## config.mk

```make
export PLATFORM = sky130hd
export DESIGN_NAME = scratch_bank
export DESIGN_NICKNAME = d
export VERILOG_FILES = /design/src/rtl/mem_pkg.sv /design/src/rtl/scratch_bank.sv
export SDC_FILE = /design/constraint.sdc
export NUM_CORES = 2
export LEC_CHECK = 0
export BUFFER_PORTS_ARGS = -buffer_cell sky130_fd_sc_hd__buf_2
export CAP_MARGIN = 20
export CORE_MARGIN = 4
export CORE_UTILIZATION = 60
export DETAILED_ROUTE_END_ITERATION = 8
export MAX_ROUTING_LAYER = met4
export PLACE_DENSITY_LB_ADDON = 0.1
export SKIP_CTS_REPAIR_TIMING = 1
export SLEW_MARGIN = 40
export SYNTH_ARGS = -nofsm -noshare
export SYNTH_HDL_FRONTEND = slang
export SYNTH_SLANG_ARGS = --single-unit
```

## constraint.sdc

```tcl
create_clock -name aclk -period 7.7 [get_ports aclk]
set_input_delay 1.925 -clock aclk [delete_from_list [all_inputs] [get_ports aclk]]
set_output_delay 1.925 -clock aclk [all_outputs]
set_load 0.05 [all_outputs]
```

## src/rtl/mem_pkg.sv

```systemverilog
package mem_pkg;

    // Width of a memory word and of both streams
    localparam int DATA_WIDTH = 32;

    // Word interleaving: the low address bits pick the bank, the rest the row
    localparam int NUM_BANKS = 4;
    localparam int BANK_SEL_WIDTH = 2;
    localparam int BANK_DEPTH = 64;
    localparam int ROW_WIDTH = 6;

    // 256 words in total, addresses wrap around
    localparam int WORD_ADDR_WIDTH = 8;

endpackage

```

## src/rtl/scratch_bank.sv

```systemverilog
`timescale 1ns/1ps

module scratch_bank
(
    input  logic                           aclk,
    input  logic                           wr_en,
    input  logic [mem_pkg::ROW_WIDTH-1:0]  wr_row,
    input  logic [mem_pkg::DATA_WIDTH-1:0] wr_data,
    input  logic [mem_pkg::ROW_WIDTH-1:0]  rd_row,
    output logic [mem_pkg::DATA_WIDTH-1:0] rd_data
);
    logic [mem_pkg::DATA_WIDTH-1:0] mem [mem_pkg::BANK_DEPTH];

    // The read port samples every cycle and returns the old word on a collision
    always_ff @(posedge aclk)
    begin
        if (wr_en)
        begin
            mem[wr_row] <= wr_data;
        end
        rd_data <= mem[rd_row];
    end

endmodule

```

==> run metrics <==
pin count of the biggest net entering global routing 78; multi-input logic area 0.0160 mm²; Crit. End Element flop; Die W 370 µm; Max Cap Viol 0; CTS root buf clkbuf_16; CP arrival 5.10 ns; Post-route DRC 0; Distinct cells, synth 34; vias per std cell 6.80; Fmax 226 MHz; Sequential Area 0.0621 mm²; HP Class flop to flop; highest-delay cell along the critical path mux4_2; I/O pins 78; startpoint types input pin; post-route cell area 0.0886 mm²; Std-Cell Core Area 0.130 mm²; status complete, no violations; post-synthesis sequential area ratio 79.1%; final setup skew 0.0260 ns; Clk Latency, worst-skew pair 0.83 ns; syn_nets 3370; Finished Core Util 68.3%; Iter 0 DRT Violations 5576; period utilisation layout 57.5%; FFs w/ async S/R, synth 0%; Routed WL 198 mm; Initial Util 60.5%; depth of the worst register-to-register path 4; DP Area 0.0819 mm²; fraction of layout cells with a size suffix above 1 30.1%; setup TNS 0 ns; number of synthesized flops with an enable pin 2048; relative slew slack 37.3%; Top Usage Layer GRT met2; CTS Buffer Depth 3; Worst VDD drop 0.247 mV; Leak Pwr 27.7 nW; Die Y 370 µm; Logic pwr share 5.3%; Worst Path Buf+Inv 3; Hold Crit Depth 4; first-pass GRT wire length 281 mm; post-route minimum period 4.43 ns; Worst-path clk slew 0.07 ns; CTS buffer count 200; Port-buffer cells 77; number of hold violations in the final report 0; GRT overflow 0; area added between synthesis and finish 12.9%; Psw 4.95 mW; DIE AREA 0.137 mm²; CTS tree done; most common cell after layout, fill and taps aside edfxtp_1; final std cells w/o fill 5482; unrepaired setup endpoints after global routing false; Avg Cell Area, Syn 23.6 µm²; M3 GR Usage 6.86%; initial antenna violation count 17; iteration count of the initial detailed-routing pass 6; Vias 37274; placed cell count 5088; final max-slew violation count 0; part of the power in registers 53.5%; num rows 132; Yosys reg bits 2080; pin slew with the least headroom to its limit 0.938 ns; fraction of power spent switching nets 21.0%; FILL cells 7963; vias in the first global route 37546; fin nets 3599; CP Data Required Time 8.37 ns; critical path type input pin to flop; Final setup viols 0; Yosys Warn Count 0; Synth Flop Type edfxtp_1; Netlist Area Pre-Place 0.0785 mm²; CP Depth 7; maximum net fanout on the critical path 68; drt wl/cell 36.1 µm; Critical Path Max Stage Delay 0.60 ns; most frequent CP cell mux4_2; GRT Overall Usage 30.6%; Detail Route Antenna Nets 0; H-Tree Depth 4; routability cong. 0.814; worst path cell trace buf_8, buf_16, buf_12, mux4_2, mux4_2, o22ai_1, nor2_1; Mapped Cells 3324; Clock Sinks 2080; Top delay family on crit path buffers and inverters; cell internal pwr 18.6 mW; clock power share 41.3%; Detailed Place HPWL 108 mm; grt met2 use 46.6%; commonest non-fill, non-tap cells in the layout edfxtp_1, mux4_2, clkbuf_16; met1 GRT Util 43.6%; Pwr per Cell Area 266 mW/mm²
[area by class of cell]
type                    count  area share [%]
well taps                1742            2.46
clock inverters           116            1.22
repair buffers            209            1.95
flip-flops and latches   2080            70.1
clock buffers             259            6.17
multi-input cells        1062            18.1
diodes                     14          0.0395
[Yosys cell counts, types with 2 or more instances]
library cell | count | area share [%]
clkbuf_1 | 74 | 0.35
or3b_1 | 2 | 0.022
buf_6 | 5 | 0.072
nand4_1 | 2 | 0.016
a22oi_1 | 12 | 0.11
and3_1 | 4 | 0.032
nand3_1 | 5 | 0.032
nor2_1 | 137 | 0.65
edfxtp_1 | 2048 | 78
o32ai_1 | 4 | 0.045
or3b_2 | 3 | 0.033
mux2i_1 | 93 | 1.2
nand2_1 | 26 | 0.12
o22ai_1 | 84 | 0.67
buf_1 | 21 | 0.10
buf_2 | 57 | 0.36
a21oi_1 | 62 | 0.40
dfxtp_1 | 32 | 0.82
buf_4 | 25 | 0.24
nor2b_1 | 15 | 0.12
nand3b_1 | 5 | 0.048
a311oi_1 | 8 | 0.089
o221ai_1 | 27 | 0.30
mux4_2 | 544 | 16
and2_1 | 2 | 0.016
a41o_1 | 4 | 0.051
or3_1 | 3 | 0.024
nor3_1 | 7 | 0.045
nand2b_1 | 8 | 0.064
[worst paths after layout]
check,start,to,slack (ns)
max,rd_row[0],rd_data[23],3.27
min,mem[29][8],rd_data[8],0.78
max reg2reg,mem[47][23],rd_data[23],5.35
min reg2reg,mem[29][8],rd_data[8],0.78
[power by group through the flow]
| stage | clock network (mW) | logic [mW] | registers, mW |
|---|---|---|---|
| 5_1_grt | 10.3 | 1.31 | 12.6 |
| 3_5_place_dp | 0 | 1.24 | 12.8 |
| 3_3_place_gp | 0 | 1.21 | 12.8 |
| 4_1_cts | 9.83 | 1.24 | 12.6 |
| 6_report | 9.71 | 1.24 | 12.6 |
| 2_1_floorplan | 0 | 0.610 | 12.9 |
[cells by family (layout without fill, tap and decap cells)]
family                 after synthesis  after routing  share of synthesized area (%)
DFF                               2080           2080                           79.1
muxes                              637            637                           16.8
and+or+nand+nor                    223            223                           1.27
AOI/OAI and AO/OA                  202            202                           1.67
buffers and inverters              182            584                           1.13
other                                0             14                              0
[flip-flops by register name, indices dropped and copies added (netlist names)]
| name | count |
|---|---|
| mem | 2048 |
| rd_data | 32 |
[layer usage]
layer | part of all wire, % | up-vias
met5 | 0 | -
met4 | 2.1 | 0
met3 | 11 | 264
met2 | 49 | 2102
met1 | 38 | 20135
li1 | - | 14773
[through the flow]
stage / total power [mW] / setup WS [ns] / hold WS (ns)
floorplan: 13.5 / 2.62 / 0.663
global placement: 14.0 / 2.40 / 0.751
detailed placement: 14.1 / 2.43 / 0.748
CTS: 23.7 / 3.27 / 0.776
global route: 24.2 / 3.22 / 0.816
finish: 23.5 / 3.27 / 0.777
[tightest hold or removal path, delay by kind of cell (launching register included)]
| family | cells | cell delay, ns |
|---|---|---|
| flip-flops | 1 | 0.32 |
| AND/OR/NAND/NOR | 2 | 0.25 |
| AO/OA/AOI/OAI | 1 | 0.09 |
| multiplexers | 1 | 0.07 |
(Power assumes the default switching activity.)
