**src/rtl/mem_pkg.sv**
```systemverilog
package mem_pkg;

    // Width of a memory word and of both streams
    localparam int DATA_WIDTH = 32;

    // Word interleaving: the low address bits pick the bank, the rest the row
    localparam int NUM_BANKS = 4;
    localparam int BANK_SEL_WIDTH = 2;
    localparam int BANK_DEPTH = 64;
    localparam int ROW_WIDTH = 6;

    // 256 words in total, addresses wrap around
    localparam int WORD_ADDR_WIDTH = 8;

endpackage

```
**src/rtl/read_merge.sv**
```systemverilog
`timescale 1ns/1ps

module read_merge
(
    input  logic                                                aclk,
    input  logic                                                resetn,
    input  logic                                                item_strobe,
    input  logic                                                item_from_bank,
    input  logic [mem_pkg::BANK_SEL_WIDTH-1:0]                  item_bank,
    input  logic [mem_pkg::DATA_WIDTH-1:0]                      item_data,
    input  logic                                                item_last,
    input  logic [mem_pkg::NUM_BANKS*mem_pkg::DATA_WIDTH-1:0]   bank_rd_data,
    input  logic                                                m_axis_tready,
    output logic                                                credit,
    output logic                                                m_axis_tvalid,
    output logic [mem_pkg::DATA_WIDTH-1:0]                      m_axis_tdata,
    output logic                                                m_axis_tlast
);
    logic                                 s1_valid;
    logic                                 s1_from_bank;
    logic [mem_pkg::BANK_SEL_WIDTH-1:0]   s1_bank;
    logic [mem_pkg::DATA_WIDTH-1:0]       s1_data;
    logic                                 s1_last;
    logic [mem_pkg::DATA_WIDTH-1:0]       push_data;
    logic [mem_pkg::DATA_WIDTH-1:0]       buf_data [2];
    logic [1:0]                           buf_last;
    logic                                 wr_ptr;
    logic                                 rd_ptr;
    logic [1:0]                           count;
    logic [1:0]                           occupancy;
    logic                                 pop;

    // Bank data arrives one cycle after the strobe, in step with stage one
    assign push_data = s1_from_bank ? bank_rd_data[s1_bank*mem_pkg::DATA_WIDTH +: mem_pkg::DATA_WIDTH]
                                    : s1_data;

    assign pop = m_axis_tvalid && m_axis_tready;

    // Buffered entries plus the item in flight, less the one leaving now
    assign occupancy = count + {1'b0, s1_valid} - {1'b0, pop};
    assign credit = (occupancy < 2'd2);

    assign m_axis_tvalid = (count != 2'd0);
    assign m_axis_tdata = buf_data[rd_ptr];
    assign m_axis_tlast = m_axis_tvalid && buf_last[rd_ptr];

    always_ff @(posedge aclk)
    begin
        if (!resetn)
        begin
            s1_valid <= 1'b0;
            wr_ptr <= 1'b0;
            rd_ptr <= 1'b0;
            count <= 2'd0;
        end
        else
        begin
            s1_valid <= item_strobe;
            if (s1_valid)
                wr_ptr <= ~wr_ptr;
            if (pop)
                rd_ptr <= ~rd_ptr;
            count <= occupancy;
        end
    end

    always_ff @(posedge aclk)
    begin
        s1_from_bank <= item_from_bank;
        s1_bank <= item_bank;
        s1_data <= item_data;
        s1_last <= item_last;
        if (s1_valid)
        begin
            buf_data[wr_ptr] <= push_data;
            buf_last[wr_ptr] <= s1_last;
        end
    end

endmodule

```
**config.mk**
```make
export PLATFORM = sky130hd
export DESIGN_NAME = read_merge
export DESIGN_NICKNAME = d
export VERILOG_FILES = /design/src/rtl/mem_pkg.sv /design/src/rtl/read_merge.sv
export SDC_FILE = /design/constraint.sdc
export NUM_CORES = 1
export LEC_CHECK = 0
export CAP_MARGIN = 10
export CORE_MARGIN = 5
export CORE_UTILIZATION = 30
export DETAILED_ROUTE_END_ITERATION = 16
export DONT_BUFFER_PORTS = 1
export PLACE_DENSITY = 0.46
export SLEW_MARGIN = 20
export SYNTH_ARGS = -nofsm -noshare
export SYNTH_HDL_FRONTEND = slang
export SYNTH_SLANG_ARGS = --single-unit
```
**constraint.sdc**
```tcl
create_clock -name aclk -period 2.4 [get_ports aclk]
set_input_delay 0.24 -clock aclk [delete_from_list [all_inputs] [get_ports aclk]]
set_output_delay 0.24 -clock aclk [all_outputs]
set_load 0.05 [all_outputs]
```
==> flow_metrics.env, run 1 <==
export IMPL_status="finished, final reports clean"
export IMPL_grt_pass1_wl_um=16600
export IMPL_layout_drive_gt1_share_pct=25.8
export IMPL_drv_slew=0
export IMPL_synth_nets=481
export IMPL_synth_edf_count=66
export IMPL_path_cells="o21a_1 -> ha_1 -> inv_1 -> ha_1 -> xnor2_1 -> buf_4"
export IMPL_fmax_ghz=0.492
export IMPL_relSlewSlack_pct=55.7
export IMPL_slowest_delay_ns=0.34
export IMPL_clkTransAtPathRegs_ns=0.07
export IMPL_drc=0
export IMPL_syn_area_sq_um=4830
export IMPL_critPathTopFamily="adder cells"
export IMPL_timing_final_crit_share_pct=84.7
export IMPL_crit_end="credit"
export IMPL_h_tree_depth=3
export IMPL_die_w_um=137
export IMPL_vias=2667
export IMPL_cp_num_buf_inv=2
export IMPL_hp_class="in -> reg"
export IMPL_numClockSinks=108
export IMPL_total_power_mw=4.99
export IMPL_ys_dominant_reg_cell="edfxtp_1"
export IMPL_sw_frac_of_total_pct=35.1
export IMPL_crit_path_max_fanout=3
export IMPL_ys_seq_area_share_pct=58.4
export IMPL_routed_wl_um=11200
export IMPL_via_per_inst=4.69
export IMPL_skew_ns=0.0107
export IMPL_worstSetupPathType="reg -> out"
export IMPL_cts_tree="built"
export IMPL_cts_root_buf="clkbuf_16"
export IMPL_reg2reg_slack_ns=0.69
export IMPL_synthCells=311
export IMPL_p_sw_mw=1.75
export IMPL_setup_viol=0
export IMPL_power_leakage_nw=2.06
export IMPL_n_antenna_cell=0
export IMPL_post_cts_repair_setup_buffers=0
export IMPL_cp_depth=6
export IMPL_dr_pass1_iters=4
export IMPL_tns_ns=0
export IMPL_rows=46
export IMPL_yosysTopAreaCell="edfxtp_1"
export IMPL_fp_coreArea_sq_um=15800
export IMPL_cts_buffers=9
export IMPL_synth_most_common_cell="edfxtp_1"
export IMPL_timing_rr_end="buf_data[0][5]"
export IMPL_grt_use_total_pct=12.1
export IMPL_rsz0062_at_grt="no"
export IMPL_detail_route_antenna_nets=0
export IMPL_slowest_stage="dfxtp_1"
export IMPL_placed_cells=516
export IMPL_cts_resized=0
export IMPL_final_util_pct=36.1
export IMPL_wl_per_cell_um=19.7
export IMPL_hold_viol=0
export IMPL_worstSkewPairLatency_ns=0.35
export IMPL_initial_core_util_pct=30.5
export IMPL_dieArea_sq_um=18700
export IMPL_p_per_area_nw_per_um2=875
export IMPL_pwr_share_comb_pct=28.7
export IMPL_grt_overflow_total=0
export IMPL_final_nets=518
export IMPL_pin_count=203
export IMPL_io_buffers=0
export IMPL_dieHeight_um=137
export IMPL_yosysTopAreaCellShare_pct=41.0
export IMPL_async_flop_share_pct=0
export IMPL_ys_ff_latch=108
export IMPL_seq_power_share_pct=42.8
export IMPL_dp_hpwl_um=7650
export IMPL_fin_cells=569
export IMPL_required_ns=2.16
export IMPL_p_clk_share_pct=28.5
export IMPL_crit_path_frequent_cell="ha_1"
export IMPL_avgSynthCellArea_sq_um=15.5
export IMPL_end_kind="output port"
export IMPL_antenna_found_initial=0
export IMPL_tightest_slew_ns=0.664
export IMPL_grt_pass1_vias=2934
export IMPL_grt_max_degree=41
export IMPL_reg2reg_depth=3
export IMPL_routabilityCongestion=0.643
export IMPL_clock_path_buffers=2
export IMPL_min_period_ns=2.03
export IMPL_synthTopCellsByArea="edfxtp_1, dfxtp_1, mux2i_1"
export IMPL_cap_violations=0
export IMPL_crit_start="count[1]"
export IMPL_dr_first_iter_drc_count=108
export IMPL_peakVddDrop_v=0.000520
export IMPL_arrival_ns=1.79
export IMPL_ys_types=24
export IMPL_yosysWarningCount=0
export IMPL_synth_common_cells="edfxtp_1, mux2i_1, dfxtp_1, nand2b_1"
export IMPL_intPower_mw=3.24
export IMPL_setup_worst_path_start_class="flip-flop"
export IMPL_syn2layout_area_growth_pct=18.2
export IMPL_reg2reg_from="s1_bank[0]"
## per-stage QoR
stage,area (sq um),hold WS (ns),setup WS (ns)
after floorplan,4830,0.268,0.0817
after global placement,5050,0.268,0.710
after detailed placement,5050,0.268,0.678
after CTS,5710,0.000562,0.325
after global routing,5710,0.00569,0.266
final,5710,0.0193,0.367
## metal layers
metal | global-route usage, % | vias up | routed length, um
met3 | 3.97 | 8 | 880
met2 | 20.8 | 120 | 5570
met4 | 4.71 | 0 | 174
li1 | - | 1267 | -
met1 | 14.1 | 1272 | 4600
met5 | 0 | - | 0
## worst min-delay path by stage
stage / slack [ns] / cells after the start / endpoint / start
detailed placement: 0.27 / 0 / s1_last / item_last
finish: 0.02 / 1 / rd_ptr / resetn
global route: 0.006 / 1 / rd_ptr / resetn
floorplan: 0.27 / 0 / s1_bank[0] / item_bank[0]
global placement: 0.27 / 0 / s1_data[7] / item_data[7]
CTS: 0.0006 / 1 / rd_ptr / resetn
## cells in the final DEF (no fill, tap or decap), drive strengths merged
cell,Yosys,routed
dfxtp,42,42
nand2,1,1
xnor2,2,2
mux2,32,32
o221ai,32,32
ha,2,2
nor2b,5,5
mux2i,65,65
dlygate4sd3,0,37
and2,3,3
inv,3,8
nand2b,33,33
o21a,2,2
edfxtp,66,66
clkinv,0,2
xor2,1,1
buf,16,9
nor2,2,2
clkbuf,4,9
## sequential cells by signal, indices dropped and copies added, names as in the netlist, named ones only
register and flops:
s1_last 1, s1_bank 2, wr_ptr 1, s1_data 32, s1_from_bank 1, count 2
buf_data 64, buf_last 2, s1_valid 1, rd_ptr 1
## timing repair
action | CTS | global route
hold buffers | 37 | 0
hold endpoints to repair | 38 | 0
setup endpoints to repair | 0 | 0
## logic make-up (layout without fill, tap and decap cells)
logic type / Yosys count / in the layout / share of synthesized area [%]
AOI/OAI and AO/OA: 34 / 34 / 10.0
xor gates and xnor gates: 3 / 3 / 0.544
adders and majority gates: 2 / 2 / 0.518
buffers and inverters: 23 / 65 / 4.02
DFF: 108 / 108 / 58.4
muxes: 97 / 97 / 20.9
and+or+nand+nor: 44 / 44 / 5.54
## final cells by class
type,count,area (sq um)
timing repair buffer,46,488
fill,1513,10100
clock buffer,9,225
multi-input combinational,180,1830
tap,216,270
inverter,3,11.3
sequential,108,2830
clock inverter,7,57.6
## power by group through the flow
stage,clock network [mW],logic (mW),registers (mW)
floorplan,0,1.25,2.16
finish,1.42,1.43,2.14
global placement,0,1.42,2.18
global route,1.56,1.53,2.15
CTS,1.48,1.47,2.14
detailed placement,0,1.42,2.18
Power figures use the tool's default switching activity.
==> inputs of run 2 (changes only) <==
Settings changed: PLACE_DENSITY 0.46 to 0.45.
Clock period 2.4 ns to 2.1 ns, I/O delays scaled along.
==> run 2 against run 1 <==
Net effect:
- clock power grew 8%
- worst hold slack better by 0.17 ns
- total power rose by 13%
- sequential power increased by 14%
- critical endpoint unchanged
- non-clock buffer count is 3 higher
- count of clock-buffer cells in the layout rose by 2
- highest routed layer unchanged
- combinational power is 18% higher
- sequential share of layout area shrank 0.13 points
- design area rose by 0.26%
- largest power group unchanged
- clock skew down 0.0039 ns
- global-route usage shrank 0.18 points
- die area unchanged
==> flow_metrics.env, run 2 (synthesis gave the netlist of run 1 again) <==
export IMPL_setup_viol=0
export IMPL_n_antenna_cell=0
export IMPL_numClockSinks=108
export IMPL_cts_tree="built"
export IMPL_tns_ns=0
export IMPL_largest_reg_flops=64
export IMPL_tightest_slew_ns=0.482
export IMPL_syn2layout_area_growth_pct=18.5
export IMPL_grt_pass1_wl_um=16300
export IMPL_pin_count=203
export IMPL_vias=2703
export IMPL_cts_buffers=9
export IMPL_grt_pass1_vias=2843
export IMPL_slowest_stage="dfxtp_1"
export IMPL_holdCritStartpoint="bank_rd_data[91]"
export IMPL_relSlewSlack_pct=67.9
export IMPL_clock_path_buffers=2
export IMPL_rows=46
export IMPL_required_ns=1.89
export IMPL_layout_common_cells="edfxtp_1, mux2i_1, dfxtp_1"
export IMPL_drc=0
export IMPL_final_util_pct=36.2
export IMPL_top_register="buf_data"
export IMPL_detail_route_antenna_nets=0
export IMPL_setup_worst_path_start_class="flip-flop"
export IMPL_drv_slew=0
export IMPL_critPathTopFamily="adder cells"
export IMPL_dr_pass1_iters=3
export IMPL_power_leakage_nw=2.06
export IMPL_crit_start="count[0]"
export IMPL_hp_class="in -> reg"
export IMPL_hold_viol=0
export IMPL_die_w_um=137
export IMPL_cap_violations=0
export IMPL_wl_per_cell_um=19.7
export IMPL_io_buffers=0
export IMPL_mostFrequentLayoutCell="edfxtp_1"
export IMPL_status="finished, final reports clean"
export IMPL_worstSkewPairLatency_ns=0.35
export IMPL_slowest_delay_ns=0.33
export IMPL_timing_final_crit_share_pct=94.6
export IMPL_worstSetupPathType="reg -> out"
export IMPL_h_tree_depth=3
export IMPL_layout_drive_gt1_share_pct=25.0
export IMPL_routabilityCongestion=0.708
export IMPL_clkTransAtPathRegs_ns=0.07
export IMPL_via_per_inst=4.73
export IMPL_dieArea_sq_um=18700
export IMPL_final_nets=521
export IMPL_p_per_area_nw_per_um2=988
export IMPL_dieHeight_um=137
export IMPL_crit_path_max_fanout=3
export IMPL_skew_ns=0.00682
export IMPL_fmax_ghz=0.503
export IMPL_min_period_ns=1.99
export IMPL_cts_root_buf="clkbuf_16"
export IMPL_reg_top3="buf_data (64), s1_data (32)"
export IMPL_reg2reg_from="s1_bank[0]"
export IMPL_fp_coreArea_sq_um=15800
export IMPL_peakVddDrop_v=0.000446
export IMPL_dr_first_iter_drc_count=87
export IMPL_end_kind="output port"
export IMPL_rsz0062_at_grt="no"
export IMPL_grt_max_degree=65
export IMPL_crit_path_frequent_cell="ha_1"
export IMPL_antenna_found_initial=0
export IMPL_path_cells="o21a_1 -> ha_1 -> inv_1 -> ha_1 -> xnor2_2 -> buf_6"
export IMPL_initial_core_util_pct=30.5
export IMPL_dp_hpwl_um=7890
export IMPL_cp_num_buf_inv=2
export IMPL_grt_use_total_pct=12.0
export IMPL_post_cts_repair_setup_buffers=0
export IMPL_routed_wl_um=11300
export IMPL_grt_overflow_total=0
export IMPL_arrival_ns=1.78
[run 2: cell count changes in the layout (fill, tap and decap cells not counted)]
cell / previous run / this run
inv_8: 1 / 0
xnor2_2: 0 / 1
xnor2_1: 2 / 1
clkinv_2: 1 / 0
inv_4: 1 / 0
buf_4: 5 / 6
buf_6: 0 / 1
inv_6: 3 / 0
clkinv_1: 0 / 3
clkinv_4: 1 / 2
clkbuf_1: 0 / 2
dlygate4sd3_1: 37 / 38
[run 2: final timing paths]
path                          end  slack (ns)  depth (start not counted)
setup / recovery           credit        0.11                          6
hold / removal    buf_data[0][27]        0.19                          2
setup reg to reg  buf_data[0][20]        0.60                          3
hold reg to reg       buf_last[0]        0.43                          0
[run 2: power by group]
group          internal, mW  switching (mW)
registers              2.39          0.0461
clock network         0.798           0.728
logic                 0.516            1.18
[run 2: cell type report]
| class | instances | area, sq um |
|---|---|---|
| Timing Repair Buffer | 49 | 517 |
| Sequential cell | 108 | 2830 |
| Clock inverter | 5 | 28.8 |
| Multi-Input combinational cell | 180 | 1830 |
| Clock buffer | 11 | 233 |
| Tap cell | 216 | 270 |
| Fill cell | 1514 | 10100 |
| Inverter | 3 | 11.3 |
[run 2: stage by stage]
step | total power, mW | setup WS, ns | std cells | area [sq um] | hold WS, ns
2_1_floorplan | 3.89 | 0.00705 | 311 | 4830 | 0.238
3_3_place_gp | 4.11 | 0.494 | 518 | 5070 | 0.238
3_5_place_dp | 4.13 | 0.449 | 518 | 5070 | 0.238
4_1_cts | 5.74 | 0.0589 | 572 | 5710 | 0.179
5_1_grt | 5.94 | 0.00481 | 572 | 5720 | 0.190
6_report | 5.65 | 0.114 | 572 | 5720 | 0.193
[run 2: worst register-to-register path, stage by stage, from the launching register on]
cell and delay, ns:
dfxtp_4 0.35, buf_12 0.35, mux2i_1 0.39, o221ai_2 0.14
[run 2: what timing repair did]
item | CTS | global route
gates resized for setup | 0 | 2
hold buffers | 38 | 0
endpoints found under the hold margin | 42 | 0
endpoints found under the setup margin | 0 | 1
[run 2: routing by layer]
| layer | vias up | global-route usage (%) | routed length (um) |
|---|---|---|---|
| met5 | - | 0 | 0 |
| met4 | 0 | 4.77 | 214 |
| met3 | 14 | 4.23 | 839 |
| met2 | 115 | 19.5 | 5500 |
| met1 | 1300 | 14.5 | 4730 |
| li1 | 1274 | - | - |
==> inputs of run 3 (changes only) <==
==> constraint.sdc (replaced) <==
create_clock -name aclk -period 2.1 [get_ports aclk]
set_input_delay 0.63 -clock aclk [delete_from_list [all_inputs] [get_ports aclk]]
set_output_delay 0.63 -clock aclk [all_outputs]
set_load 0.05 [all_outputs]
==> run 3 against run 2 <==
Net effect:
- the flow now finishes with violations (setup timing)
- first-iteration DRC count decreased by 16%
- largest cell class unchanged
- flip-flop and latch count unchanged
- design area shrank 1.2%
- critical path depth did not move
- critical endpoint unchanged
- total power is 11% higher
- final cell count shrank 4.2%
- highest routed layer is now met5
- sequential power barely moved
- sequential share of layout area is 0.69 points higher
- worst setup slack got worse by 0.33 ns
- clock skew grew 0.0020 ns
- global-route usage shrank 0.33 points
==> flow_metrics.env, run 3 (synthesis gave the netlist of run 1 again) <==
export IMPL_reg2reg_from="s1_bank[0]"
export IMPL_via_per_inst=4.73
export IMPL_grt_use_total_pct=11.6
export IMPL_hold_path_cell_count=0
export IMPL_syn2layout_area_growth_pct=17.0
export IMPL_hold_viol=0
export IMPL_antenna_found_initial=2
export IMPL_grt_pass1_wl_um=16000
export IMPL_die_w_um=137
export IMPL_min_to="s1_data[29]"
export IMPL_worstSetupPathType="reg -> out"
export IMPL_setup_worst_path_start_class="flip-flop"
export IMPL_numClockSinks=108
export IMPL_timing_final_crit_share_pct=110
export IMPL_status="complete, but fails checks"
export IMPL_timing_rr_end="buf_data[1][31]"
export IMPL_worstSkewPairLatency_ns=0.34
export IMPL_mostFrequentLayoutCell="edfxtp_1"
export IMPL_vias=2592
export IMPL_n_antenna_cell=0
export IMPL_peakVddDrop_v=0.000521
export IMPL_dieHeight_um=137
export IMPL_tightest_slew_ns=0.463
export IMPL_fmax_ghz=0.431
export IMPL_drc=0
export IMPL_io_buffers=0
export IMPL_arrival_ns=1.69
export IMPL_h_tree_depth=3
export IMPL_grt_pass1_vias=2763
export IMPL_cts_tree="built"
export IMPL_dr_first_iter_drc_count=73
export IMPL_dp_hpwl_um=7950
export IMPL_cts_root_buf="clkbuf_16"
export IMPL_layout_common_cells="edfxtp_1, mux2i_1, dfxtp_1"
export IMPL_fp_coreArea_sq_um=15800
export IMPL_pre_cts_ws_ns=-0.180
export IMPL_dr_pass1_iters=4
export IMPL_hold_ws_ns=0.303
export IMPL_placed_area_sq_um=5140
export IMPL_reg2reg_depth=3
export IMPL_pin_count=203
export IMPL_rsz0062_at_grt="yes"
export IMPL_cts_buffers=9
export IMPL_dieArea_sq_um=18700
export IMPL_fill_cells=1520
export IMPL_min_period_ns=2.32
export IMPL_p_per_area_nw_per_um2=1110
export IMPL_total_power_mw=6.26
export IMPL_violations="setup timing"
export IMPL_clkTransAtPathRegs_ns=0.07
export IMPL_skew_ns=0.00885
export IMPL_grt_overflow_total=0
export IMPL_initial_core_util_pct=30.5
export IMPL_crit_path_max_fanout=2
export IMPL_tns_ns=-0.218
export IMPL_routabilityCongestion=0.692
export IMPL_clock_path_buffers=2
export IMPL_hp_class="in -> reg"
export IMPL_hold_buffers=0
export IMPL_end_kind="output port"
export IMPL_routed_wl_um=10900
export IMPL_reg_top3="buf_data (64), s1_data (32)"
export IMPL_setup_viol=1
export IMPL_rows=46
export IMPL_multi_input_area_sq_um=1930
export IMPL_holdCritStartpoint="item_data[29]"
export IMPL_layout_drive_gt1_share_pct=34.0
export IMPL_drv_slew=0
export IMPL_top_register="buf_data"
export IMPL_relSlewSlack_pct=69.1
export IMPL_largest_reg_flops=64
export IMPL_setup_ws_ns=-0.218
export IMPL_grt_max_degree=65
export IMPL_required_ns=1.47
export IMPL_power_leakage_nw=2.07
export IMPL_ff_latch_area_sq_um=2830
export IMPL_reg2reg_slack_ns=0.53
export IMPL_postLayoutCellArea_sq_um=5650
export IMPL_wl_per_cell_um=19.9
export IMPL_final_nets=497
export IMPL_cap_violations=0
export IMPL_detail_route_antenna_nets=0
run 3: metal layers:
| metal | wire length (um) | up-vias | GRT usage [%] |
|---|---|---|---|
| met5 | 27 | - | 0 |
| met4 | 181 | 4 | 4.49 |
| met3 | 899 | 16 | 4.45 |
| met2 | 5590 | 114 | 19.5 |
| met1 | 4220 | 1240 | 13.4 |
| li1 | - | 1218 | - |
run 3: worst max path at each step:
| stage | from | end | slack [ns] | cells past startpoint |
|---|---|---|---|---|
| after floorplan | m_axis_tready | credit | -0.19 | 5 |
| after global placement | m_axis_tready | credit | -0.15 | 6 |
| after detailed placement | m_axis_tready | credit | -0.18 | 6 |
| after CTS | count[1] | credit | -0.22 | 6 |
| after global routing | count[0] | credit | -0.29 | 6 |
| final | count[0] | credit | -0.22 | 6 |
run 3: stage by stage:
| step | utilization [%] | cells |
|---|---|---|
| 6_report | 35.7 | 548 |
| 5_1_grt | 35.7 | 548 |
| 4_1_cts | 35.0 | 543 |
| 3_5_place_dp | 32.5 | 524 |
| 3_3_place_gp | 32.5 | 524 |
| 2_1_floorplan | - | 311 |
run 3: area by class of cell:
type	instances	area share [%]
Clock inverter	7	1.70
Inverter	3	0.199
Clock buffer	9	3.98
Multi-Input combinational cell	180	34.1
Tap cell	216	4.78
Timing Repair Buffer	25	5.16
Sequential cell	108	50.1
run 3: report_power, final:
| group | internal [mW] | leakage, nW | switching (mW) | total [mW] |
|---|---|---|---|---|
| Sequential | 2.40 | 0.965 | 0.0579 | 2.45 |
| Clock | 1.05 | 0.157 | 0.767 | 1.82 |
| Combinational | 0.752 | 0.952 | 1.24 | 1.99 |
| Total | 4.20 | 2.07 | 2.06 | 6.26 |
run 3: what timing repair did:
action / in CTS / in global routing
setup buffers: 3 / 4
pin swaps: 3 / 3
cloned: 0 / 1
endpoints found under the setup margin: 33 / 13
hold endpoints to repair: 0 / 0
gates resized for setup: 15 / 14
run 3: worst max-delay path, cell delays in order, from the launching register on:
cell and delay, ns:
dfxtp_2 0.32, o21a_1 0.19, ha_1 0.28, inv_2 0.04, ha_4 0.16, xnor2_4 0.19
buf_12 0.16
