File: src/rtl/cmd_pkg.sv
package cmd_pkg;

    // Every header word splits into an opcode and a byte count
    localparam int OP_POS = 28;
    localparam int OP_SIZE = 4;
    localparam int IMM_POS = 0;
    localparam int IMM_SIZE = 28;

    // Payload beats are 32-bit words, so the byte count drops its two low bits
    localparam int BEAT_SHIFT = 2;
    localparam int BEAT_WIDTH = IMM_SIZE - BEAT_SHIFT;

    // Opcode values, anything above OP_STREAM is handled like a NOP
    localparam logic [OP_SIZE-1:0] OP_NOP = OP_SIZE'(0);
    localparam logic [OP_SIZE-1:0] OP_STORE = OP_SIZE'(1);
    localparam logic [OP_SIZE-1:0] OP_LOAD = OP_SIZE'(2);
    localparam logic [OP_SIZE-1:0] OP_MEMSET = OP_SIZE'(3);
    localparam logic [OP_SIZE-1:0] OP_STREAM = OP_SIZE'(4);

endpackage

File: src/rtl/mem_pkg.sv
package mem_pkg;

    // Width of a memory word and of both streams
    localparam int DATA_WIDTH = 32;

    // Word interleaving: the low address bits pick the bank, the rest the row
    localparam int NUM_BANKS = 4;
    localparam int BANK_SEL_WIDTH = 2;
    localparam int BANK_DEPTH = 64;
    localparam int ROW_WIDTH = 6;

    // 256 words in total, addresses wrap around
    localparam int WORD_ADDR_WIDTH = 8;

endpackage

File: src/rtl/cmd_parser.sv
`timescale 1ns/1ps

module cmd_parser
(
    input  logic                                aclk,
    input  logic                                resetn,
    input  logic                                s_axis_tvalid,
    output logic                                s_axis_tready,
    input  logic [mem_pkg::DATA_WIDTH-1:0]      s_axis_tdata,
    input  logic                                s_axis_tlast,
    input  logic                                credit,
    output logic [mem_pkg::NUM_BANKS-1:0]       wr_en,
    output logic [mem_pkg::ROW_WIDTH-1:0]       wr_row,
    output logic [mem_pkg::DATA_WIDTH-1:0]      wr_data,
    output logic [mem_pkg::ROW_WIDTH-1:0]       rd_row,
    output logic                                item_strobe,
    output logic                                item_from_bank,
    output logic [mem_pkg::BANK_SEL_WIDTH-1:0]  item_bank,
    output logic [mem_pkg::DATA_WIDTH-1:0]      item_data,
    output logic                                item_last
);
    typedef enum logic [2:0] {
        S_IDLE,
        S_HEADER,
        S_ADDR,
        S_FILL,
        S_STORE,
        S_LOAD,
        S_MEMSET,
        S_STREAM
    } state_t;

    state_t                               state;
    logic [cmd_pkg::OP_SIZE-1:0]          op;
    logic [cmd_pkg::BEAT_WIDTH-1:0]       beats;
    logic [mem_pkg::WORD_ADDR_WIDTH-1:0]  addr;
    logic [mem_pkg::DATA_WIDTH-1:0]       fill;
    logic [cmd_pkg::OP_SIZE-1:0]          hdr_op;
    logic [cmd_pkg::BEAT_WIDTH-1:0]       hdr_beats;
    logic                                 accept;
    logic                                 beat_step;
    logic                                 last_beat;
    logic                                 wr_active;

    assign hdr_op = s_axis_tdata[cmd_pkg::OP_POS +: cmd_pkg::OP_SIZE];
    assign hdr_beats = s_axis_tdata[cmd_pkg::IMM_POS + cmd_pkg::BEAT_SHIFT +: cmd_pkg::BEAT_WIDTH];

    always_comb
    begin
        case (state)
            S_HEADER, S_ADDR, S_FILL, S_STORE: s_axis_tready = 1'b1;
            // A pass-through beat needs room in the output buffer
            S_STREAM: s_axis_tready = credit;
            default: s_axis_tready = 1'b0;
        endcase
    end

    assign accept = s_axis_tvalid && s_axis_tready;

    // One payload beat is handled in every cycle where beat_step is high
    always_comb
    begin
        case (state)
            S_STORE, S_STREAM: beat_step = accept;
            S_MEMSET: beat_step = 1'b1;
            S_LOAD: beat_step = credit;
            default: beat_step = 1'b0;
        endcase
    end

    assign last_beat = (beats == cmd_pkg::BEAT_WIDTH'(1));
    assign wr_active = beat_step && ((state == S_STORE) || (state == S_MEMSET));

    assign wr_en = wr_active ? ({{(mem_pkg::NUM_BANKS - 1){1'b0}}, 1'b1}
                                << addr[mem_pkg::BANK_SEL_WIDTH-1:0])
                             : '0;
    assign wr_row = addr[mem_pkg::BANK_SEL_WIDTH +: mem_pkg::ROW_WIDTH];
    assign wr_data = (state == S_STORE) ? s_axis_tdata : fill;
    assign rd_row = addr[mem_pkg::BANK_SEL_WIDTH +: mem_pkg::ROW_WIDTH];

    assign item_strobe = beat_step && ((state == S_LOAD) || (state == S_STREAM));
    assign item_from_bank = (state == S_LOAD);
    assign item_bank = addr[mem_pkg::BANK_SEL_WIDTH-1:0];
    assign item_data = s_axis_tdata;
    assign item_last = last_beat;

    always_ff @(posedge aclk)
    begin
        if (!resetn)
        begin
            state <= S_IDLE;
        end
        else
        begin
            case (state)
                S_IDLE:
                begin
                    state <= S_HEADER;
                end
                S_HEADER:
                begin
                    if (accept)
                    begin
                        case (hdr_op)
                            cmd_pkg::OP_NOP: state <= S_HEADER;
                            cmd_pkg::OP_STORE, cmd_pkg::OP_LOAD, cmd_pkg::OP_MEMSET:
                                state <= S_ADDR;
                            cmd_pkg::OP_STREAM:
                                state <= (hdr_beats == '0) ? S_HEADER : S_STREAM;
                            default: state <= S_HEADER;
                        endcase
                    end
                end
                S_ADDR:
                begin
                    if (accept)
                    begin
                        // MEMSET still owes its fill word, even for a zero count
                        if (op == cmd_pkg::OP_MEMSET)
                            state <= S_FILL;
                        else if (beats == '0)
                            state <= S_HEADER;
                        else if (op == cmd_pkg::OP_STORE)
                            state <= S_STORE;
                        else
                            state <= S_LOAD;
                    end
                end
                S_FILL:
                begin
                    if (accept)
                    begin
                        state <= (beats == '0) ? S_HEADER : S_MEMSET;
                    end
                end
                default:
                begin
                    if (beat_step && last_beat)
                    begin
                        state <= S_HEADER;
                    end
                end
            endcase
        end
    end

    // Operation registers take the header, the address word and the fill word
    always_ff @(posedge aclk)
    begin
        if ((state == S_HEADER) && accept)
        begin
            op <= hdr_op;
            beats <= hdr_beats;
        end
        else if (beat_step)
        begin
            beats <= beats - 1'b1;
        end

        if ((state == S_ADDR) && accept)
            addr <= s_axis_tdata[mem_pkg::WORD_ADDR_WIDTH-1:0];
        else if (beat_step && (state != S_STREAM))
            addr <= addr + 1'b1;

        if ((state == S_FILL) && accept)
            fill <= s_axis_tdata;
    end

endmodule

File: config.mk
export PLATFORM = sky130hd
export DESIGN_NAME = cmd_parser
export DESIGN_NICKNAME = d
export VERILOG_FILES = /design/src/rtl/cmd_pkg.sv /design/src/rtl/mem_pkg.sv /design/src/rtl/cmd_parser.sv
export SDC_FILE = /design/constraint.sdc
export NUM_CORES = 1
export LEC_CHECK = 0
export ABC_CLOCK_PERIOD_IN_PS = 4000
export BUFFER_PORTS_ARGS = -buffer_cell sky130_fd_sc_hd__buf_4
export CORE_ASPECT_RATIO = 0.8
export CORE_MARGIN = 5
export CORE_UTILIZATION = 52
export CTS_CLUSTER_SIZE = 25
export DETAILED_ROUTE_END_ITERATION = 6
export HOLD_SLACK_MARGIN = 0.1
export PLACE_DENSITY_LB_ADDON = 0.2
export SLEW_MARGIN = 5
export SYNTH_ARGS = -nofsm -noshare
export SYNTH_HDL_FRONTEND = slang
export SYNTH_SLANG_ARGS = --single-unit
File: constraint.sdc
create_clock -name aclk -period 4 [get_ports aclk]
set_input_delay 0.8 -clock aclk [delete_from_list [all_inputs] [get_ports aclk]]
set_output_delay 0.8 -clock aclk [all_outputs]
set_load 0.05 [all_outputs]
==> flow_summary_export.csv, run 1 <==
group,metric,value,unit
clocking,cts_made_buffers,9,
clocking,cts_resized,0,
synthesis,synth_seq_cells,73,
placement,place_ws,1150,ps
grt,busiest_layer,"met2",
power_and_ir_drop,p_int,1.53,mW
power_and_ir_drop,p_switching,677,uW
sta,rsz0062_at_grt,"false",
floorplan,die_x,112,um
routing,final_antenna_net_count,0,
floorplan,core_area,0.00798,mm^2
floorplan,dieArea,0.0102,mm^2
synthesis,synth-seq-area-share,50.4,%
synthesis,ys.flop_type,"edfxtp_1",
sta,slew_violations,0,
layout,drive_above_1_share,38.8,%
placement,dp_hpwl,6950,um
grt,grt_max_degree,37,
synthesis,async_reset_ff_share,0,%
clocking,cts_setup_buffers,0,
synthesis,synth_edf_count,70,
sta,worst_pin_slew,1240,ps
clocking,cts_sinks,73,
clocking,holdBufCountCts,0,
clocking,cts_max_level,3,
placement,io_buffers,121,
critical_path,required,3200,ps
floorplan,die_h,91.3,um
synthesis,ys_types,47,
grt,grt_pass1_vias,3113,
power_and_ir_drop,seqPwrFrac,44.7,%
sta,fmax,311,MHz
clocking,cts_root_buffer,"clkbuf_8",
routing,drt_iter0_markers,134,
critical_path,crit_buf_inv,2,
synthesis,synth_area_leaders,"edfxtp_1 (49%), mux2_2 (8.7%), buf_4 (6.6%)",
clocking,clkTransAtPathRegs,80,ps
sta,hold_viol,0,
synthesis,syn_area,0.00429,mm^2
power_and_ir_drop,peakVddDrop,0.267,mV
layout,syn_to_final_growth,23.5,%
routing,drc_errors,0,
sta,setup_viol,0,
sta,slew_headroom,16.7,%
synthesis,syn_avg_cell_area,11.0,um^2
power_and_ir_drop,power.total,2.21,mW
synthesis,postSynthCellCount,392,
grt,grtUsageMet2,29.5,%
critical_path,worstPathArrival,2420,ps
grt,grt_use_met1,25.2,%
routing,post_drt_wl_per_cell,16.4,um
layout,stdcell_count,590,
layout,nFillCells,630,
grt,grt_overflow_total,0,
critical_path,cpMaxStageDelayCell,"nor3b_2",
critical_path,path_delay_family,"simple AND/OR/NAND/NOR gates",
grt,antenna_found_initial,0,
floorplan,start_util,53.8,%
critical_path,max_stage_delay,650,ps
power_and_ir_drop,p_sw_share,30.7,%
layout,nets,520,
placement,gp_congestion,0.860,
routing,drt_pass1_iterations,4,
power_and_ir_drop,p_per_area,417,mW/mm^2
power_and_ir_drop,power.share.combinational,23.5,%
grt,use_met3,6.98,%
worst_hold_path,hp-class,"flip-flop to flip-flop",
sta,finalCritPeriodShare,80.5,%
critical_path,cp_cell_sequence,"nor3b_2, buf_12, mux2_2, buf_4",
routing,vias,3232,
routing,vias_per_cell,5.48,
sta,period_minus_slack,3220,ps
sta,tns,0,ps
run_status,outcome,"finished, final reports clean",
flow_run,drv_cap,0,
routing,wirelength,9650,um
power_and_ir_drop,p_clk_share,31.8,%
power_and_ir_drop,p_leak,1.95,nW
sta,clock_skew,9.60,ps
layout,regArea,0.00216,mm^2
clocking,cts_tree,"done",
synthesis,synth_warnings,0,
grt,grt_first_pass_wirelength,15600,um
floorplan,io_pins,123,
clocking,clk_path_buf_depth,2,
synthesis,yosysTopAreaCell,"edfxtp_1",
floorplan,fp-row-count,29,
layout,antenna_cells,0,
critical_path,worstSetupPathType,"flip-flop to output port",
critical_path,cp_max_fo,28,
layout,multi_input_area,0.00178,mm^2
synthesis,synth_nets,435,
grt,groute.usage.overall,18.8,%
critical_path,endpoint_kind,"output port",
sta,setup_slack,781,ps
clocking,clock_latency,340,ps
critical_path,startpoint_type,"flip-flop",
synthesis,yosysTopAreaCellShare,49.0,%
layout,final_util,66.4,%
placement,dp_cells,574,
logic make-up after synthesis:
group / share of synthesized area [%]
xor+xnor: 5.71
buf+inv: 8.57
fa+ha+maj: 1.98
mux: 8.66
compound gates: 7.46
simple gates: 17.3
flops: 50.4
layer usage:
layer,part of all wire [%],up-vias
met5,0,-
met4,0.73,0
met3,8.4,8
met2,47,129
met1,44,1535
li1,-,1560
layout make-up:
cell class                 instances  share of cell area (%)
sequential                        73                    40.8
tap                              108                    2.55
inverter                           8                   0.566
clock buffer                      11                    2.67
clock inverter                     5                    1.94
multi-input combinational        260                    33.6
timing repair buffer             125                    17.9
Yosys cell counts (5+ instances only):
cell type	instances
clkbuf_1	10
buf_4	38
nor3_1	9
a21oi_1	13
o21ai_1	5
inv_1	8
nand3_1	7
o21ai_0	21
ha_1	6
xor2_1	15
nand2_1	43
nor4_1	10
nor2_1	28
nand2b_1	6
xnor2_1	13
mux2_2	33
edfxtp_1	70
registers in the layout, indices dropped and copies added (netlist names):
name / cells
fill: 32
addr: 8
beats: 26
op: 4
state: 3
final timing paths:
check	cells after the start	slack (ps)	from	end
min	2	670	state[2]$_SDFFE_PN0P_	state[2]$_SDFFE_PN0P_
max	4	780	state[2]$_SDFFE_PN0P_	wr_data[2]
max reg2reg	5	1540	state[0]$_SDFFE_PN0P_	beats[7]$_DFFE_PP_
min reg2reg	2	670	state[2]$_SDFFE_PN0P_	state[2]$_SDFFE_PN0P_
worst min-delay path: cells and delay by family (launching register included):
| family | cells | cell delay (ps) |
|---|---|---|
| flip-flops | 1 | 440 |
| AND/OR/NAND/NOR | 1 | 110 |
| AO/OA/AOI/OAI | 1 | 70 |
power groups by stage:
| stage | Clock, mW | Sequential, mW | Combinational [mW] |
|---|---|---|---|
| finish | 0.702 | 0.987 | 0.519 |
| global route | 0.755 | 0.995 | 0.559 |
| CTS | 0.717 | 0.987 | 0.522 |
| detailed placement | 0 | 1.00 | 0.519 |
| global placement | 0 | 1.00 | 0.511 |
| floorplan | 0 | 1.00 | 0.372 |
placed cells by master (no fill, tap or decap), types with 8 or more instances in the layout:
cell type,instances
inv_1,8
buf_4,124
nand2_1,43
a21oi_1,13
xor2_1,15
o21ai_0,20
nor2_1,27
nor4_1,10
edfxtp_1,70
clkbuf_8,10
xnor2_1,13
mux2_2,33
nor3_1,9
through the flow:
step           cell area [um^2]  hold slack (ps)
3_5_place_dp               5060              640
3_3_place_gp               5060              634
4_1_cts                    5300              652
6_report                   5300              665
5_1_grt                    5300              637
2_1_floorplan              4290              552
No activity file was read; power rests on OpenSTA's default activity.
==> run 2, diff against run 1 <==
- ABC_AREA: unset -> 1
- ABC_CLOCK_PERIOD_IN_PS: 4000 -> 2700
- CORE_UTILIZATION: 52 -> 48
- clock period: 4 -> 2.7 ns (I/O delays scaled with it)
==> flow_summary_export.csv, run 2 <==
group,metric,value,unit
synthesis,synth_warnings,0,
routing,drt_iter0_markers,196,
clocking,cts_sinks,73,
clocking,cts_resized,0,
routing,vias,3608,
synthesis,syn_area,0.00442,mm^2
layout,drive_above_1_share,28.7,%
sta,worst_pin_slew,398,ps
floorplan,fp-row-count,31,
synthesis,synth_area_leaders,"edfxtp_1 (48%), nand2_1 (8.4%), buf_4 (6.6%)",
floorplan,dieArea,0.0112,mm^2
grt,antenna_found_initial,0,
grt,grt_first_pass_wirelength,16400,um
critical_path,startpoint_type,"flip-flop",
synthesis,ys_types,33,
placement,dp_hpwl,7690,um
synthesis,synth_common_cells,"nand2_1 (99), edfxtp_1 (70), nor2_1 (68)",
routing,drt_pass1_iterations,5,
clocking,cts_made_buffers,9,
critical_path,worstPathArrival,1960,ps
layout,largest_reg_flops,32,
routing,final_antenna_net_count,0,
layout,final_common_cell,"buf_4",
synthesis,ys.flop_type,"edfxtp_1",
clocking,cts_tree,"done",
critical_path,endpoint_kind,"output port",
synthesis,synth-seq-area-share,48.9,%
clocking,clk_path_buf_depth,2,
grt,grt_overflow_total,0,
placement,place_ws,466,ps
sta,hold_viol,0,
sta,period_minus_slack,2500,ps
critical_path,crit_buf_inv,4,
synthesis,yosysTopAreaCell,"edfxtp_1",
floorplan,core_area,0.00904,mm^2
sta,slew_violations,0,
critical_path,worstSetupPathType,"flip-flop to output port",
critical_path,required,2160,ps
run_status,outcome,"finished, final reports clean",
sta,slew_headroom,73.3,%
sta,rsz0062_at_grt,"false",
synthesis,syn_avg_cell_area,8.71,um^2
synthesis,synth_seq_cells,73,
layout,mostFrequentLayoutCells,"buf_4 (127), nand2_1 (99), edfxtp_1 (70), nor2_1 (68), inv_1 (56)",
placement,gp_congestion,0.894,
layout,stdcell_count,718,
routing,post_drt_wl_per_cell,14.2,um
sta,whs,402,ps
synthesis,synth_edf_count,70,
critical_path,path_delay_family,"simple AND/OR/NAND/NOR gates",
floorplan,die_x,117,um
layout,syn_to_final_growth,24.6,%
sta,fmax,401,MHz
clocking,clock_latency,330,ps
layout,nFillCells,827,
clocking,cts_max_level,3,
flow_run,drv_cap,0,
grt,grt_pass1_vias,3482,
floorplan,io_pins,123,
synthesis,yosysTopAreaCellShare,47.5,%
clocking,cts_root_buffer,"clkbuf_16",
routing,vias_per_cell,5.03,
critical_path,cp_max_fo,7,
clocking,cts_setup_buffers,0,
sta,tns,0,ps
clocking,holdBufCountCts,0,
critical_path,max_stage_delay,450,ps
synthesis,synth.most_common_cell,"nand2_1",
layout,nets,641,
floorplan,die_h,95.9,um
sta,setup_viol,0,
power_and_ir_drop,p_leak,2.39,nW
clocking,clkTransAtPathRegs,60,ps
synthesis,synth_nets,551,
grt,grt_max_degree,28,
critical_path,cpMaxStageDelayCell,"dfxtp_1",
sta,finalCritPeriodShare,92.5,%
worst_hold_path,hp-class,"primary input to flip-flop",
sta,clock_skew,5.07,ps
sta,setup_slack,204,ps
synthesis,async_reset_ff_share,0,%
floorplan,start_util,49.0,%
placement,dp_cells,702,
synthesis,postSynthCellCount,508,
layout,largest-register,"fill",
placement,io_buffers,121,
layout,antenna_cells,0,
power_and_ir_drop,peakVddDrop,0.645,mV
layout,reg_top3,"fill (32), beats (26), addr (8)",
routing,wirelength,10200,um
power_and_ir_drop,p_per_area,745,mW/mm^2
grt,groute.usage.overall,18.0,%
critical_path,cp_cell_sequence,"inv_2, nor2_2, nand3_1, o21ai_0, inv_1, nand2_1, inv_1, nor2_2, nand2_1, nor2_1, buf_4",
routing,drc_errors,0,
[run 2: cell types whose count changed in the layout (fill, tap and decap cells not counted), moves of 6 or more]
cell       before  now
nand2_1        43   99
inv_1           8   56
nor2_1         27   68
o21ai_0        20   44
mux2_2         33   12
nand3_1         7   23
clkbuf_8       10    0
clkbuf_16       0    9
nor4_1         10    1
a21oi_1        13    5
o21ai_1         5   13
xnor2_1        13    6
nand2b_1        6    0
[run 2: metrics by stage]
stage | util [%] | instance area, um^2 | power, mW
after floorplan | - | 4430 | 2.52
after global placement | 57.5 | 5190 | 2.83
after detailed placement | 57.5 | 5190 | 2.85
after CTS | 61.0 | 5510 | 4.14
after global routing | 61.0 | 5510 | 4.31
final | 61.0 | 5510 | 4.11
[run 2: routing by layer]
layer  vias to the layer above  track usage, %  routed length [um]
met5                         -               0                   0
met4                         0            4.83                 110
met3                         9            5.11                 667
met2                       108            29.5                4730
met1                      1675            23.6                4690
li1                       1816               -                   -
[run 2: kinds of logic after synthesis]
group                      count (synthesis)  synth area share [%]
xor gates and xnor gates                  21                  4.16
and+or+nand+nor                          221                  21.8
DFF                                       73                  48.9
muxes                                     12                  3.05
AOI/OAI and AO/OA                         67                  7.78
buffers and inverters                    108                  12.6
adders and majority gates                  6                  1.70
[run 2: layout make-up]
| type | count | area, um^2 | area share [%] |
|---|---|---|---|
| sequential | 73 | 2160 | 39.2 |
| multi-input combinational | 327 | 1710 | 31.0 |
| timing repair buffer | 127 | 953 | 17.3 |
| clock buffer | 9 | 225 | 4.09 |
| inverter | 60 | 225 | 4.09 |
| tap | 115 | 144 | 2.61 |
| clock inverter | 7 | 93.8 | 1.70 |
[run 2: final timing paths]
check / to / startpoint / cells after the start / slack (ps)
setup / recovery: wr_en[1] / state[0]$_SDFFE_PN0P_ / 11 / 200
hold / removal: fill[16]$_DFFE_PP_ / s_axis_tdata[16] / 1 / 400
setup reg to reg: beats[24]$_DFFE_PP_ / beats[0]$_DFFE_PP_ / 10 / 620
hold reg to reg: state[2]$_SDFFE_PN0P_ / state[2]$_SDFFE_PN0P_ / 2 / 620
[run 2: power by group]
part / internal [mW] / total (mW) / switching, mW
combinational: 0.399 / 1.30 / 0.900
clock: 0.808 / 1.27 / 0.467
sequential: 1.43 / 1.53 / 0.0992
==> run 3, diff against run 2 <==
- PLACE_DENSITY: unset -> 0.75
- PLACE_DENSITY_LB_ADDON: 0.2 -> unset
==> flow_summary_export.csv, run 3 (synthesis gave the netlist of run 2 again) <==
group,metric,value,unit
critical_path,required,2160,ps
worst_hold_path,hp-class,"primary input to flip-flop",
sta,fmax,395,MHz
critical_path,max_stage_delay,450,ps
grt,grt_max_degree,28,
clocking,cts_tree,"done",
clocking,cts_root_buffer,"clkbuf_16",
power_and_ir_drop,p_leak,2.39,nW
critical_path,startpoint_type,"flip-flop",
layout,fin_area,0.00553,mm^2
sta,tns,0,ps
floorplan,start_util,49.0,%
floorplan,die_h,95.9,um
layout,largest-register,"fill",
floorplan,io_pins,123,
critical_path,worstPathArrival,1990,ps
placement,dp_cells,702,
clocking,cts_resized,0,
critical_path,crit_buf_inv,4,
layout,reg_top3,"fill (32), beats (26), addr (8)",
critical_path,cp_cell_sequence,"inv_2, nor2_2, nand3_1, o21ai_0, inv_1, nand2_1, inv_1, nor2_2, nand2_1, nor2_1, buf_4",
layout,mostFrequentLayoutCells,"buf_4 (127), nand2_1 (99), edfxtp_1 (70), nor2_1 (68), inv_1 (56)",
worst_hold_path,hp-start,"s_axis_tdata[0]",
critical_path,cp_max_fo,7,
sta,period_minus_slack,2530,ps
clocking,cts_setup_buffers,0,
layout,regArea,0.00216,mm^2
critical_path,worstSetupStartpoint,"state[0]$_SDFFE_PN0P_",
grt,grt_overflow_total,0,
clocking,cts_made_buffers,9,
floorplan,core_area,0.00904,mm^2
routing,drc_errors,0,
power_and_ir_drop,power.total,4.19,mW
sta,clock_skew,8.38,ps
routing,drt_pass1_iterations,5,
layout,multi_input_area,0.00171,mm^2
layout,nFillCells,755,
routing,final_antenna_net_count,0,
critical_path,r2r_start,"beats[0]$_DFFE_PP_",
routing,wirelength,10500,um
sta,setup_viol,0,
clocking,holdBufCountCts,0,
floorplan,fp-row-count,31,
layout,drive_above_1_share,28.4,%
routing,drt_iter0_markers,211,
layout,antenna_cells,0,
clocking,clkTransAtPathRegs,60,ps
routing,post_drt_wl_per_cell,14.6,um
sta,slew_headroom,73.6,%
sta,setup_slack,171,ps
grt,antenna_found_initial,0,
placement,dp_hpwl,7730,um
layout,largest_reg_flops,32,
placement,place_ws,442,ps
layout,final_common_cell,"buf_4",
run_status,outcome,"finished, final reports clean",
floorplan,dieArea,0.0112,mm^2
power_and_ir_drop,p_per_area,759,mW/mm^2
layout,syn_to_final_growth,24.9,%
grt,grt_first_pass_wirelength,16800,um
sta,finalCritPeriodShare,93.7,%
routing,vias,3653,
layout,final_util,61.2,%
sta,slew_violations,0,
grt,grt_pass1_vias,3563,
layout,stdcell_count,718,
placement,gp_congestion,0.884,
placement,io_buffers,121,
grt,groute.usage.overall,18.4,%
sta,hold_viol,0,
floorplan,die_x,117,um
clocking,cts_max_level,3,
flow_run,drv_cap,0,
routing,vias_per_cell,5.09,
clocking,clk_path_buf_depth,2,
sta,rsz0062_at_grt,"false",
critical_path,worstSetupPathType,"flip-flop to output port",
sta,whs,399,ps
critical_path,path_delay_family,"simple AND/OR/NAND/NOR gates",
power_and_ir_drop,peakVddDrop,0.505,mV
critical_path,cpMaxStageDelayCell,"dfxtp_1",
critical_path,endpoint_kind,"output port",
clocking,cts_sinks,73,
layout,nets,641,
placement,placed_cell_area,0.00519,mm^2
clocking,clock_latency,340,ps
sta,worst_pin_slew,393,ps
==> run 3: final timing paths <==
check	endpoint	slack, ps	depth (start not counted)
worst min-delay path	fill[0]$_DFFE_PP_	400	1
worst max-delay path	wr_en[0]	170	11
worst min register to register	state[2]$_SDFFE_PN0P_	610	2
worst max register to register	beats[24]$_DFFE_PP_	550	10
==> run 3: area by class of cell <==
| type | instances | share of cell area (%) |
|---|---|---|
| Tap cell | 115 | 2.60 |
| Clock inverter | 6 | 1.92 |
| Inverter | 60 | 4.07 |
| Multi-Input combinational cell | 327 | 30.9 |
| Sequential cell | 73 | 39.1 |
| Timing Repair Buffer | 127 | 17.2 |
| Clock buffer | 10 | 4.14 |
==> run 3: report_power, final <==
| group | switching (mW) | leakage (nW) | internal (mW) |
|---|---|---|---|
| logic | 0.910 | 1.58 | 0.399 |
| registers | 0.0989 | 0.657 | 1.43 |
| clock network | 0.455 | 0.160 | 0.898 |
==> run 3: metal layers <==
| layer | up-vias | share of wire (%) | global-route usage [%] |
|---|---|---|---|
| met5 | - | 0 | 0 |
| met3 | 9 | 6.8 | 5.52 |
| met2 | 124 | 49 | 31.0 |
| met1 | 1703 | 43 | 23.4 |
| li1 | 1817 | - | - |
| met4 | 0 | 0.86 | 4.64 |
